## src/aib_lane_pkg.sv

```systemverilog
////////////////////////////////////////////////////////////
// PHY lane format shared by the transmit and receive paths.
// Each 40-bit lane holds 38 payload bits, a strobe bit and
// a marker bit at the top.
////////////////////////////////////////////////////////////

`default_nettype none

package aib_lane_pkg;

  // One PHY lane
  localparam int LANE_W = 40;

  // Per-lane framing bits
  localparam int MRK_BIT = 39;
  localparam int STB_BIT = 38;

  // Payload sits in bits 37..0 of every lane
  localparam int LANE_PAYLOAD_W = 38;

  // Lanes needed to carry a link word, rounded up.
  // Lane k holds link word bits 38k .. 38k+37, and
  // anything past the top of the word is zero padding.
  function automatic int num_lanes(input int flit_w);
    return (flit_w + LANE_PAYLOAD_W - 1) / LANE_PAYLOAD_W;
  endfunction

endpackage

`default_nettype wire

```

## src/lpif_flit_pkg.sv

```systemverilog
////////////////////////////////////////////////////////////
// Flit field layout for the logic-link slave.
// Widths of the non-data fields and their offsets above the
// data field inside the link word, LSB first.
////////////////////////////////////////////////////////////

`default_nettype none

package lpif_flit_pkg;

  // Field widths
  localparam int STATE_W  = 4;
  localparam int PROTID_W = 2;
  localparam int CRC_W    = 16;

  // Offsets above the data field, LSB to MSB
  localparam int DVALID_OFS    = 0;
  localparam int CRC_OFS       = DVALID_OFS + 1;
  localparam int CRC_VALID_OFS = CRC_OFS + CRC_W;
  localparam int VALID_OFS     = CRC_VALID_OFS + 1;
  localparam int PROTID_OFS    = VALID_OFS + 1;
  localparam int STATE_OFS     = PROTID_OFS + PROTID_W;

  // All non-data fields together, 25 bits
  localparam int CTRL_W = STATE_OFS + STATE_W;

  // Link word width for a given data width
  function automatic int flit_width(input int data_w);
    return data_w + CTRL_W;
  endfunction

endpackage

`default_nettype wire

```

## src/ll_auto_sync.sv

```systemverilog
////////////////////////////////////////////////////////////
// Link bring-up sequencer.
// Delays tx online, then rx online, then the strobe, each
// by a programmable cycle count, and drives the persistent
// marker and the debug status words.
////////////////////////////////////////////////////////////

`timescale 1ns/1ps
`default_nettype none

module ll_auto_sync (
  input  logic        clk_wr,
  input  logic        rst_n,

  input  logic        tx_online,
  input  logic        rx_online,

  input  logic [15:0] delay_x_value,
  input  logic [15:0] delay_y_value,
  input  logic [15:0] delay_z_value,

  output logic        tx_online_delay,
  output logic        rx_online_delay,
  output logic        stb_userbit,
  output logic        mrk_userbit,

  output logic [31:0] rx_downstream_debug_status,
  output logic [31:0] tx_upstream_debug_status
);

  // Stage 0 is tx online, 1 is rx online, 2 is the strobe
  logic [2:0]  stage_en;
  logic [2:0]  stage_hit;
  logic [2:0]  stage_done;
  logic [15:0] stage_dly [3];

  assign stage_dly[0] = delay_x_value;
  assign stage_dly[1] = delay_y_value;
  assign stage_dly[2] = delay_z_value;

  ////////////////////////////////////////////////////////////
  // Stage enables

  assign stage_en[0] = tx_online;
  assign stage_en[1] = rx_online & stage_done[0];
  // Strobe starts counting on the edge where tx online rises
  assign stage_en[2] = stage_hit[0];

  ////////////////////////////////////////////////////////////
  // Delay counters

  for (genvar i = 0; i < 3; i++) begin : g_stage
    logic [15:0] cnt;
    logic        done;

    // Next value of the stage output; delay 0 rises at once
    assign stage_hit[i]  = stage_en[i] & (done | (cnt == stage_dly[i]));
    assign stage_done[i] = done;

    always_ff @(posedge clk_wr) begin
      if (!rst_n) begin
        cnt  <= '0;
        done <= 1'b0;
      end else begin
        done <= stage_hit[i];
        if (!stage_en[i]) begin
          cnt <= '0;
        end else if (!stage_hit[i]) begin
          cnt <= cnt + 16'd1;
        end
      end
    end
  end

  ////////////////////////////////////////////////////////////
  // Outputs

  assign tx_online_delay = stage_done[0];
  assign rx_online_delay = stage_done[1];
  assign stb_userbit     = stage_done[2];

  // Persistent marker, up for as long as tx is online
  assign mrk_userbit = stage_done[0];

  // Online flags at bits 19 and 18
  assign rx_downstream_debug_status = {12'h0, tx_online_delay, rx_online_delay, 18'h0};
  assign tx_upstream_debug_status   = {12'h0, tx_online_delay, rx_online_delay, 18'h0};

endmodule

`default_nettype wire

```

## src/lpif_slave_concat.sv

```systemverilog
////////////////////////////////////////////////////////////
// PHY lane striping.
// Transmit spreads the link word over the lanes with marker
// and strobe, registered and zero while offline. Receive
// checks every lane's framing and registers word or zero.
////////////////////////////////////////////////////////////

`timescale 1ns/1ps
`default_nettype none

module lpif_slave_concat #(
  parameter int DATA_W = 128
) (
  input  logic clk_wr,
  input  logic rst_n,

  // Sequencer controls
  input  logic tx_online_delay,
  input  logic rx_online_delay,
  input  logic stb_userbit,
  input  logic mrk_userbit,

  // Link words
  input  logic [lpif_flit_pkg::flit_width(DATA_W)-1:0] tx_flit,
  output logic [lpif_flit_pkg::flit_width(DATA_W)-1:0] rx_flit,

  // PHY lanes
  output logic [aib_lane_pkg::num_lanes(lpif_flit_pkg::flit_width(DATA_W))-1:0]
               [aib_lane_pkg::LANE_W-1:0] tx_phy,
  input  logic [aib_lane_pkg::num_lanes(lpif_flit_pkg::flit_width(DATA_W))-1:0]
               [aib_lane_pkg::LANE_W-1:0] rx_phy
);

  localparam int FLIT_W    = lpif_flit_pkg::flit_width(DATA_W);
  localparam int NUM_LANES = aib_lane_pkg::num_lanes(FLIT_W);
  localparam int PAY_W     = aib_lane_pkg::LANE_PAYLOAD_W;
  localparam int PAD_W     = NUM_LANES * PAY_W;

  logic [PAD_W-1:0] tx_pad;
  logic [PAD_W-1:0] rx_pad;
  logic             rx_ok;

  logic [NUM_LANES-1:0][aib_lane_pkg::LANE_W-1:0] tx_lane;

  ////////////////////////////////////////////////////////////
  // Transmit

  always_comb begin
    // Bits above the word go out as zero
    tx_pad             = '0;
    tx_pad[FLIT_W-1:0] = tx_flit;
    for (int k = 0; k < NUM_LANES; k++) begin
      tx_lane[k][PAY_W-1:0]                = tx_pad[k*PAY_W +: PAY_W];
      tx_lane[k][aib_lane_pkg::STB_BIT]    = stb_userbit;
      tx_lane[k][aib_lane_pkg::MRK_BIT]    = mrk_userbit;
    end
  end

  always_ff @(posedge clk_wr) begin
    if (!rst_n || !tx_online_delay) begin
      tx_phy <= '0;
    end else begin
      tx_phy <= tx_lane;
    end
  end

  ////////////////////////////////////////////////////////////
  // Receive

  // Word accepted only with every lane framed and rx online
  always_comb begin
    rx_ok = rx_online_delay;
    for (int k = 0; k < NUM_LANES; k++) begin
      rx_ok = rx_ok & rx_phy[k][aib_lane_pkg::MRK_BIT] & rx_phy[k][aib_lane_pkg::STB_BIT];
      rx_pad[k*PAY_W +: PAY_W] = rx_phy[k][PAY_W-1:0];
    end
  end

  always_ff @(posedge clk_wr) begin
    if (!rst_n || !rx_ok) begin
      rx_flit <= '0;
    end else begin
      // Padding lanes bits are dropped here
      rx_flit <= rx_pad[FLIT_W-1:0];
    end
  end

endmodule

`default_nettype wire

```

## src/lpif_slave_name.sv

```systemverilog
////////////////////////////////////////////////////////////
// Flit field mapping.
// Packs the upstream LPIF fields into the link word and
// splits the received link word into downstream fields.
////////////////////////////////////////////////////////////

`timescale 1ns/1ps
`default_nettype none

module lpif_slave_name #(
  parameter int DATA_W = 128
) (
  // Upstream fields
  input  logic [lpif_flit_pkg::STATE_W-1:0]  ustrm_state,
  input  logic [lpif_flit_pkg::PROTID_W-1:0] ustrm_protid,
  input  logic [DATA_W-1:0]                  ustrm_data,
  input  logic                               ustrm_dvalid,
  input  logic [lpif_flit_pkg::CRC_W-1:0]    ustrm_crc,
  input  logic                               ustrm_crc_valid,
  input  logic                               ustrm_valid,

  // Link words
  output logic [lpif_flit_pkg::flit_width(DATA_W)-1:0] tx_flit,
  input  logic [lpif_flit_pkg::flit_width(DATA_W)-1:0] rx_flit,

  // Downstream fields
  output logic [lpif_flit_pkg::STATE_W-1:0]  dstrm_state,
  output logic [lpif_flit_pkg::PROTID_W-1:0] dstrm_protid,
  output logic [DATA_W-1:0]                  dstrm_data,
  output logic                               dstrm_dvalid,
  output logic [lpif_flit_pkg::CRC_W-1:0]    dstrm_crc,
  output logic                               dstrm_crc_valid,
  output logic                               dstrm_valid
);

  // Absolute field positions in the link word
  localparam int DVALID_POS    = DATA_W + lpif_flit_pkg::DVALID_OFS;
  localparam int CRC_LSB       = DATA_W + lpif_flit_pkg::CRC_OFS;
  localparam int CRC_VALID_POS = DATA_W + lpif_flit_pkg::CRC_VALID_OFS;
  localparam int VALID_POS     = DATA_W + lpif_flit_pkg::VALID_OFS;
  localparam int PROTID_LSB    = DATA_W + lpif_flit_pkg::PROTID_OFS;
  localparam int STATE_LSB     = DATA_W + lpif_flit_pkg::STATE_OFS;

  ////////////////////////////////////////////////////////////
  // Upstream pack

  assign tx_flit[DATA_W-1:0]                               = ustrm_data;
  assign tx_flit[DVALID_POS]                               = ustrm_dvalid;
  assign tx_flit[CRC_LSB +: lpif_flit_pkg::CRC_W]          = ustrm_crc;
  assign tx_flit[CRC_VALID_POS]                            = ustrm_crc_valid;
  assign tx_flit[VALID_POS]                                = ustrm_valid;
  assign tx_flit[PROTID_LSB +: lpif_flit_pkg::PROTID_W]    = ustrm_protid;
  assign tx_flit[STATE_LSB +: lpif_flit_pkg::STATE_W]      = ustrm_state;

  ////////////////////////////////////////////////////////////
  // Downstream unpack

  assign dstrm_data      = rx_flit[DATA_W-1:0];
  assign dstrm_dvalid    = rx_flit[DVALID_POS];
  assign dstrm_crc       = rx_flit[CRC_LSB +: lpif_flit_pkg::CRC_W];
  assign dstrm_crc_valid = rx_flit[CRC_VALID_POS];
  assign dstrm_valid     = rx_flit[VALID_POS];
  assign dstrm_protid    = rx_flit[PROTID_LSB +: lpif_flit_pkg::PROTID_W];
  assign dstrm_state     = rx_flit[STATE_LSB +: lpif_flit_pkg::STATE_W];

endmodule

`default_nettype wire

```

## src/lpif_slave_top.sv

```systemverilog
////////////////////////////////////////////////////////////
// Logic-link slave top level.
// Ties the bring-up sequencer, the flit field mapping and
// the lane striping together on a single clock.
////////////////////////////////////////////////////////////

`timescale 1ns/1ps
`default_nettype none

module lpif_slave_top #(
  parameter int DATA_W = 128
) (
  input  logic        clk_wr,
  input  logic        rst_n,

  // Link control
  input  logic        tx_online,
  input  logic        rx_online,
  input  logic [15:0] delay_x_value,
  input  logic [15:0] delay_y_value,
  input  logic [15:0] delay_z_value,

  // Upstream channel
  input  logic [lpif_flit_pkg::STATE_W-1:0]  ustrm_state,
  input  logic [lpif_flit_pkg::PROTID_W-1:0] ustrm_protid,
  input  logic [DATA_W-1:0]                  ustrm_data,
  input  logic                               ustrm_dvalid,
  input  logic [lpif_flit_pkg::CRC_W-1:0]    ustrm_crc,
  input  logic                               ustrm_crc_valid,
  input  logic                               ustrm_valid,

  // Downstream channel
  output logic [lpif_flit_pkg::STATE_W-1:0]  dstrm_state,
  output logic [lpif_flit_pkg::PROTID_W-1:0] dstrm_protid,
  output logic [DATA_W-1:0]                  dstrm_data,
  output logic                               dstrm_dvalid,
  output logic [lpif_flit_pkg::CRC_W-1:0]    dstrm_crc,
  output logic                               dstrm_crc_valid,
  output logic                               dstrm_valid,

  // PHY lanes
  output logic [aib_lane_pkg::num_lanes(lpif_flit_pkg::flit_width(DATA_W))-1:0]
               [aib_lane_pkg::LANE_W-1:0] tx_phy,
  input  logic [aib_lane_pkg::num_lanes(lpif_flit_pkg::flit_width(DATA_W))-1:0]
               [aib_lane_pkg::LANE_W-1:0] rx_phy,

  // Debug status
  output logic [31:0] rx_downstream_debug_status,
  output logic [31:0] tx_upstream_debug_status
);

  localparam int FLIT_W = lpif_flit_pkg::flit_width(DATA_W);

  logic              tx_online_delay;
  logic              rx_online_delay;
  logic              stb_userbit;
  logic              mrk_userbit;
  logic [FLIT_W-1:0] tx_flit;
  logic [FLIT_W-1:0] rx_flit;

  ////////////////////////////////////////////////////////////
  // Bring-up

  ll_auto_sync ll_auto_sync_i (
    .clk_wr                     (clk_wr),
    .rst_n                      (rst_n),
    .tx_online                  (tx_online),
    .rx_online                  (rx_online),
    .delay_x_value              (delay_x_value),
    .delay_y_value              (delay_y_value),
    .delay_z_value              (delay_z_value),
    .tx_online_delay            (tx_online_delay),
    .rx_online_delay            (rx_online_delay),
    .stb_userbit                (stb_userbit),
    .mrk_userbit                (mrk_userbit),
    .rx_downstream_debug_status (rx_downstream_debug_status),
    .tx_upstream_debug_status   (tx_upstream_debug_status)
  );

  ////////////////////////////////////////////////////////////
  // Field mapping

  lpif_slave_name #(
    .DATA_W (DATA_W)
  ) lpif_slave_name_i (
    .ustrm_state     (ustrm_state),
    .ustrm_protid    (ustrm_protid),
    .ustrm_data      (ustrm_data),
    .ustrm_dvalid    (ustrm_dvalid),
    .ustrm_crc       (ustrm_crc),
    .ustrm_crc_valid (ustrm_crc_valid),
    .ustrm_valid     (ustrm_valid),
    .tx_flit         (tx_flit),
    .rx_flit         (rx_flit),
    .dstrm_state     (dstrm_state),
    .dstrm_protid    (dstrm_protid),
    .dstrm_data      (dstrm_data),
    .dstrm_dvalid    (dstrm_dvalid),
    .dstrm_crc       (dstrm_crc),
    .dstrm_crc_valid (dstrm_crc_valid),
    .dstrm_valid     (dstrm_valid)
  );

  ////////////////////////////////////////////////////////////
  // Lane striping

  lpif_slave_concat #(
    .DATA_W (DATA_W)
  ) lpif_slave_concat_i (
    .clk_wr          (clk_wr),
    .rst_n           (rst_n),
    .tx_online_delay (tx_online_delay),
    .rx_online_delay (rx_online_delay),
    .stb_userbit     (stb_userbit),
    .mrk_userbit     (mrk_userbit),
    .tx_flit         (tx_flit),
    .rx_flit         (rx_flit),
    .tx_phy          (tx_phy),
    .rx_phy          (rx_phy)
  );

endmodule

`default_nettype wire

```

## config.mk

```make
export PLATFORM = sky130hd
export DESIGN_NAME = lpif_slave_top
export DESIGN_NICKNAME = d
export VERILOG_FILES = /design/src/aib_lane_pkg.sv /design/src/lpif_flit_pkg.sv /design/src/ll_auto_sync.sv /design/src/lpif_slave_concat.sv /design/src/lpif_slave_name.sv /design/src/lpif_slave_top.sv
export SDC_FILE = /design/constraint.sdc
export NUM_CORES = 1
export LEC_CHECK = 0
export BUFFER_PORTS_ARGS = -buffer_cell sky130_fd_sc_hd__buf_2
export CORE_AREA = 2 2 318 320
export DETAILED_ROUTE_END_ITERATION = 6
export DIE_AREA = 0 0 320 322
export PLACE_DENSITY_LB_ADDON = 0.08
export SYNTH_ARGS = -nofsm -noshare
export SYNTH_HDL_FRONTEND = slang
export SYNTH_SLANG_ARGS = --single-unit
```

## constraint.sdc

```tcl
create_clock -name clk_wr -period 4.5 [get_ports clk_wr]
set_clock_uncertainty 0.2 [all_clocks]
set_input_delay 0.45 -clock clk_wr [delete_from_list [all_inputs] [get_ports clk_wr]]
set_output_delay 0.45 -clock clk_wr [all_outputs]
set_load 0.01 [all_outputs]
```

==> impl_results.md <==
- Status: finished clean
- Hold-fix buffers, CTS: 306
- Slowest cell on crit path: a41oi_2
- Post-synthesis area per instance: 10.9 µm²
- Worst-Skew Late Latency: 0.59 ns
- Hold Crit Class: primary input to flip-flop
- Synth area leaders: dfxtp_1 60%, and3_1 8.8%, and2_1 8.3%, buf_4 6.9%, xor2_1 5.6%
- Achievable Freq: 0.369 GHz
- Via count: 10800
- CTS tree: yes
- Synth top area share: 60.4%
- Clock Tree Root: clkbuf_16
- Clock sinks: 359
- Worst-path fanout max: 16
- Tcrit/Tclk final: about three fifths
- Final HPWL DP: about 39000 µm
- Count of non-filler cells in the finished layout: 3402
- CP top delay family: compound AO/OA/AOI/OAI gates
- First-pass GRT wire length: 74200 µm
- RSZ-0062 raised after global routing: no
- Slew margin rel.: 44.7%
- Most common cell in the netlist: dfxtp_1
- Global Route Usage Sum: roughly a tenth
- ANT nets after route: 0
- Critical path class: flip-flop to flip-flop
- Core area: 99600 µm²
- Inserted Clock Buffers: 50
- Slowest stage delay, CP: slightly below 0.7 ns
- Clock Path Buffers: 3
- Crit. End Element: flip-flop
- Largest net degree at the start of global routing: between 150 and 200
- Most frequent cells after synthesis: 359 x dfxtp_1, 168 x and3_1, 158 x and2_1
- Total setup buffers inserted after CTS: 0
- Starting DRT DRC Count: 362
- Final #Nets: 2472
- Chip Height: 322 µm
- Layout cell share with drive strength beyond 1: 36.8%
- Area growth, synth to finish: 76.4%
- WP data required: 4.81 ns
- Antenna violations before repair: 10
- Vias per std cell: 3.19
- WL/cell: 15.5 µm
- Post-synth EDFFs: 0
- I/O Pins: just over 800
- Site Rows: 116
- Final wirelength: 52900 µm
- Ys async rst share: 0%
- Final Slew Violations: 0
- Cells after DPL: ~3000
- GPL Wtd Cong: 0.762
- Post-CTS Resized: 0
- FF-to-FF setup slack: 1.79 ns
- Yosys Warn Count: 0
- Period minus WS final: 2.71 ns
- Fill cells: roughly 11000
- Pwr Density: 357 nW/µm²
- IO Port Bufs: between 600 and 700
- Crit path buf inv count: 0
- Worst slew pin tran: 0.830 ns
- Die W: 320 µm
- Syn Std Cell Area: between 10000 and 15000 µm²
- Setup tns final: 0 ns
- Leakage: 10.6 nW
- Initial Util: 11.9%
- Main flop type after synthesis: dfxtp_1
- H-tree depth: 2
- VDD IR max: 0.000205 V
- Maxcap violations: 0
- Endpoints failing hold: 0
- Final setup viols: 0
- Vias in the first global route: 11300
- Die ar.: about 100000 µm²
- Area leader, netlist: dfxtp_1
- Mapped Cells: about 1100
- Yosys reg bits: 359
- Netlist cell types: 31
- Critical-path cell list: xor2_1, nor4_1, a41oi_2, nand4_1, or3_1, a21oi_1
- CP Launch Type: flip-flop
- Number of remaining DRC errors: 0
- Post-synthesis sequential area ratio: 60.4%
- Clock Pin Slew Worst Setup and Hold Paths: 0.05 ns
- 1st-pass router iterations: 4
- Grt ovf: 0
- WP data arrival: ~3.0 ns
==> logic make-up (layout without fill, tap and decap cells) <==
| group | count (synthesis) | count (layout) | share of synthesized area [%] |
|---|---|---|---|
| and+or+nand+nor | 439 | 439 | 22.3 |
| DFF | 359 | 359 | 60.4 |
| buffers and inverters | 171 | 1085 | 8.89 |
| xor gates and xnor gates | 81 | 81 | 5.97 |
| AOI/OAI and AO/OA | 31 | 31 | 1.83 |
| adders and majority gates | 3 | 3 | 0.316 |
| muxes | 3 | 3 | 0.253 |
| other | 1 | 103 | 0.0315 |
==> state kept, by name (all words and copies together), names as in the netlist <==
register	cells
lpif_slave_concat_i.tx_phy	155
lpif_slave_concat_i.rx_flit	153
ll_auto_sync_i.g_stage.cnt	48
ll_auto_sync_i.mrk_userbit	1
ll_auto_sync_i.rx_online_delay	1
ll_auto_sync_i.stb_userbit	1
==> layout by cell type, fill, tap and decap left out, types with 2 or more instances in the layout <==
| master | synthesis | routed |
|---|---|---|
| xor2_1 | 76 | 76 |
| nor2_1 | 38 | 38 |
| ha_1 | 3 | 3 |
| and2_1 | 158 | 158 |
| buf_2 | 5 | 686 |
| conb_1 | 1 | 97 |
| clkbuf_1 | 54 | 14 |
| a21oi_1 | 11 | 11 |
| dlygate4sd3_1 | 0 | 306 |
| nand3_1 | 12 | 12 |
| or3_1 | 11 | 11 |
| inv_1 | 3 | 3 |
| clkbuf_8 | 0 | 9 |
| nor4_2 | 4 | 4 |
| diode_2 | 0 | 6 |
| dfxtp_1 | 359 | 358 |
| o211ai_1 | 2 | 2 |
| buf_4 | 109 | 2 |
| clkinv_2 | 0 | 7 |
| nor4_1 | 8 | 8 |
| nand2_1 | 11 | 11 |
| a41oi_2 | 2 | 2 |
| mux2i_1 | 3 | 3 |
| o21ai_0 | 12 | 12 |
| clkbuf_16 | 0 | 50 |
| bufinv_16 | 0 | 2 |
| and3_1 | 168 | 168 |
| nand4_1 | 20 | 20 |
| buf_12 | 0 | 2 |
| xnor2_1 | 5 | 5 |
| and4_1 | 6 | 6 |
==> power breakdown <==
group	internal [mW]	total, mW	switching, mW	leakage, nW
clock network	2.30	3.85	1.54	0.774
logic	0.298	0.465	0.167	6.92
registers	3.18	3.18	0.00163	2.89
total	5.78	7.49	1.71	10.6
==> final timing paths <==
path | from | endpoint | cells past startpoint
worst min register to register | ll_auto_sync_i.g_stage[0].cnt[15]$_SDFFE_PN0N_ | ll_auto_sync_i.g_stage[0].cnt[15]$_SDFFE_PN0N_ | 2
worst max-delay path | ll_auto_sync_i.g_stage[0].cnt[3]$_SDFFE_PN0N_ | ll_auto_sync_i.g_stage[0].cnt[15]$_SDFFE_PN0N_ | 6
worst min-delay path | rst_n | lpif_slave_concat_i.tx_phy[40]$_SDFF_PP0_ | 2
worst max register to register | ll_auto_sync_i.g_stage[0].cnt[3]$_SDFFE_PN0N_ | ll_auto_sync_i.g_stage[0].cnt[15]$_SDFFE_PN0N_ | 6
==> layer usage <==
layer	vias up	routed length, µm	track usage [%]
met5	-	41	0
met4	6	1710	3.80
met3	90	4420	3.50
met2	498	27800	18.2
met1	4914	18900	9.74
li1	5337	-	-
==> cell type report <==
type,count,area (µm²),area share (%)
Clock inverter,13,148,0.704
Timing Repair Buffer,996,6550,31.2
Inverter,3,11.3,0.0537
Multi-Input combinational cell,654,4010,19.1
Antenna cell,6,15.0,0.0716
Tap cell,1298,1620,7.74
Sequential cell,359,7190,34.3
Clock buffer,73,1430,6.81
==> through the flow <==
stage	hold WS [ns]	power [mW]	area (µm²)	util [%]	worst slack, ns
CTS	0.00726	7.72	21000	21.1	1.75
floorplan	0.270	3.38	12300	-	2.43
finish	0.0734	7.49	21000	21.1	1.79
detailed placement	0.316	3.49	16300	16.4	1.77
global route	0.0194	7.88	21000	21.1	1.57
global placement	0.290	3.50	16300	16.4	1.73
Note: power is estimated with default switching activity, not from simulation.
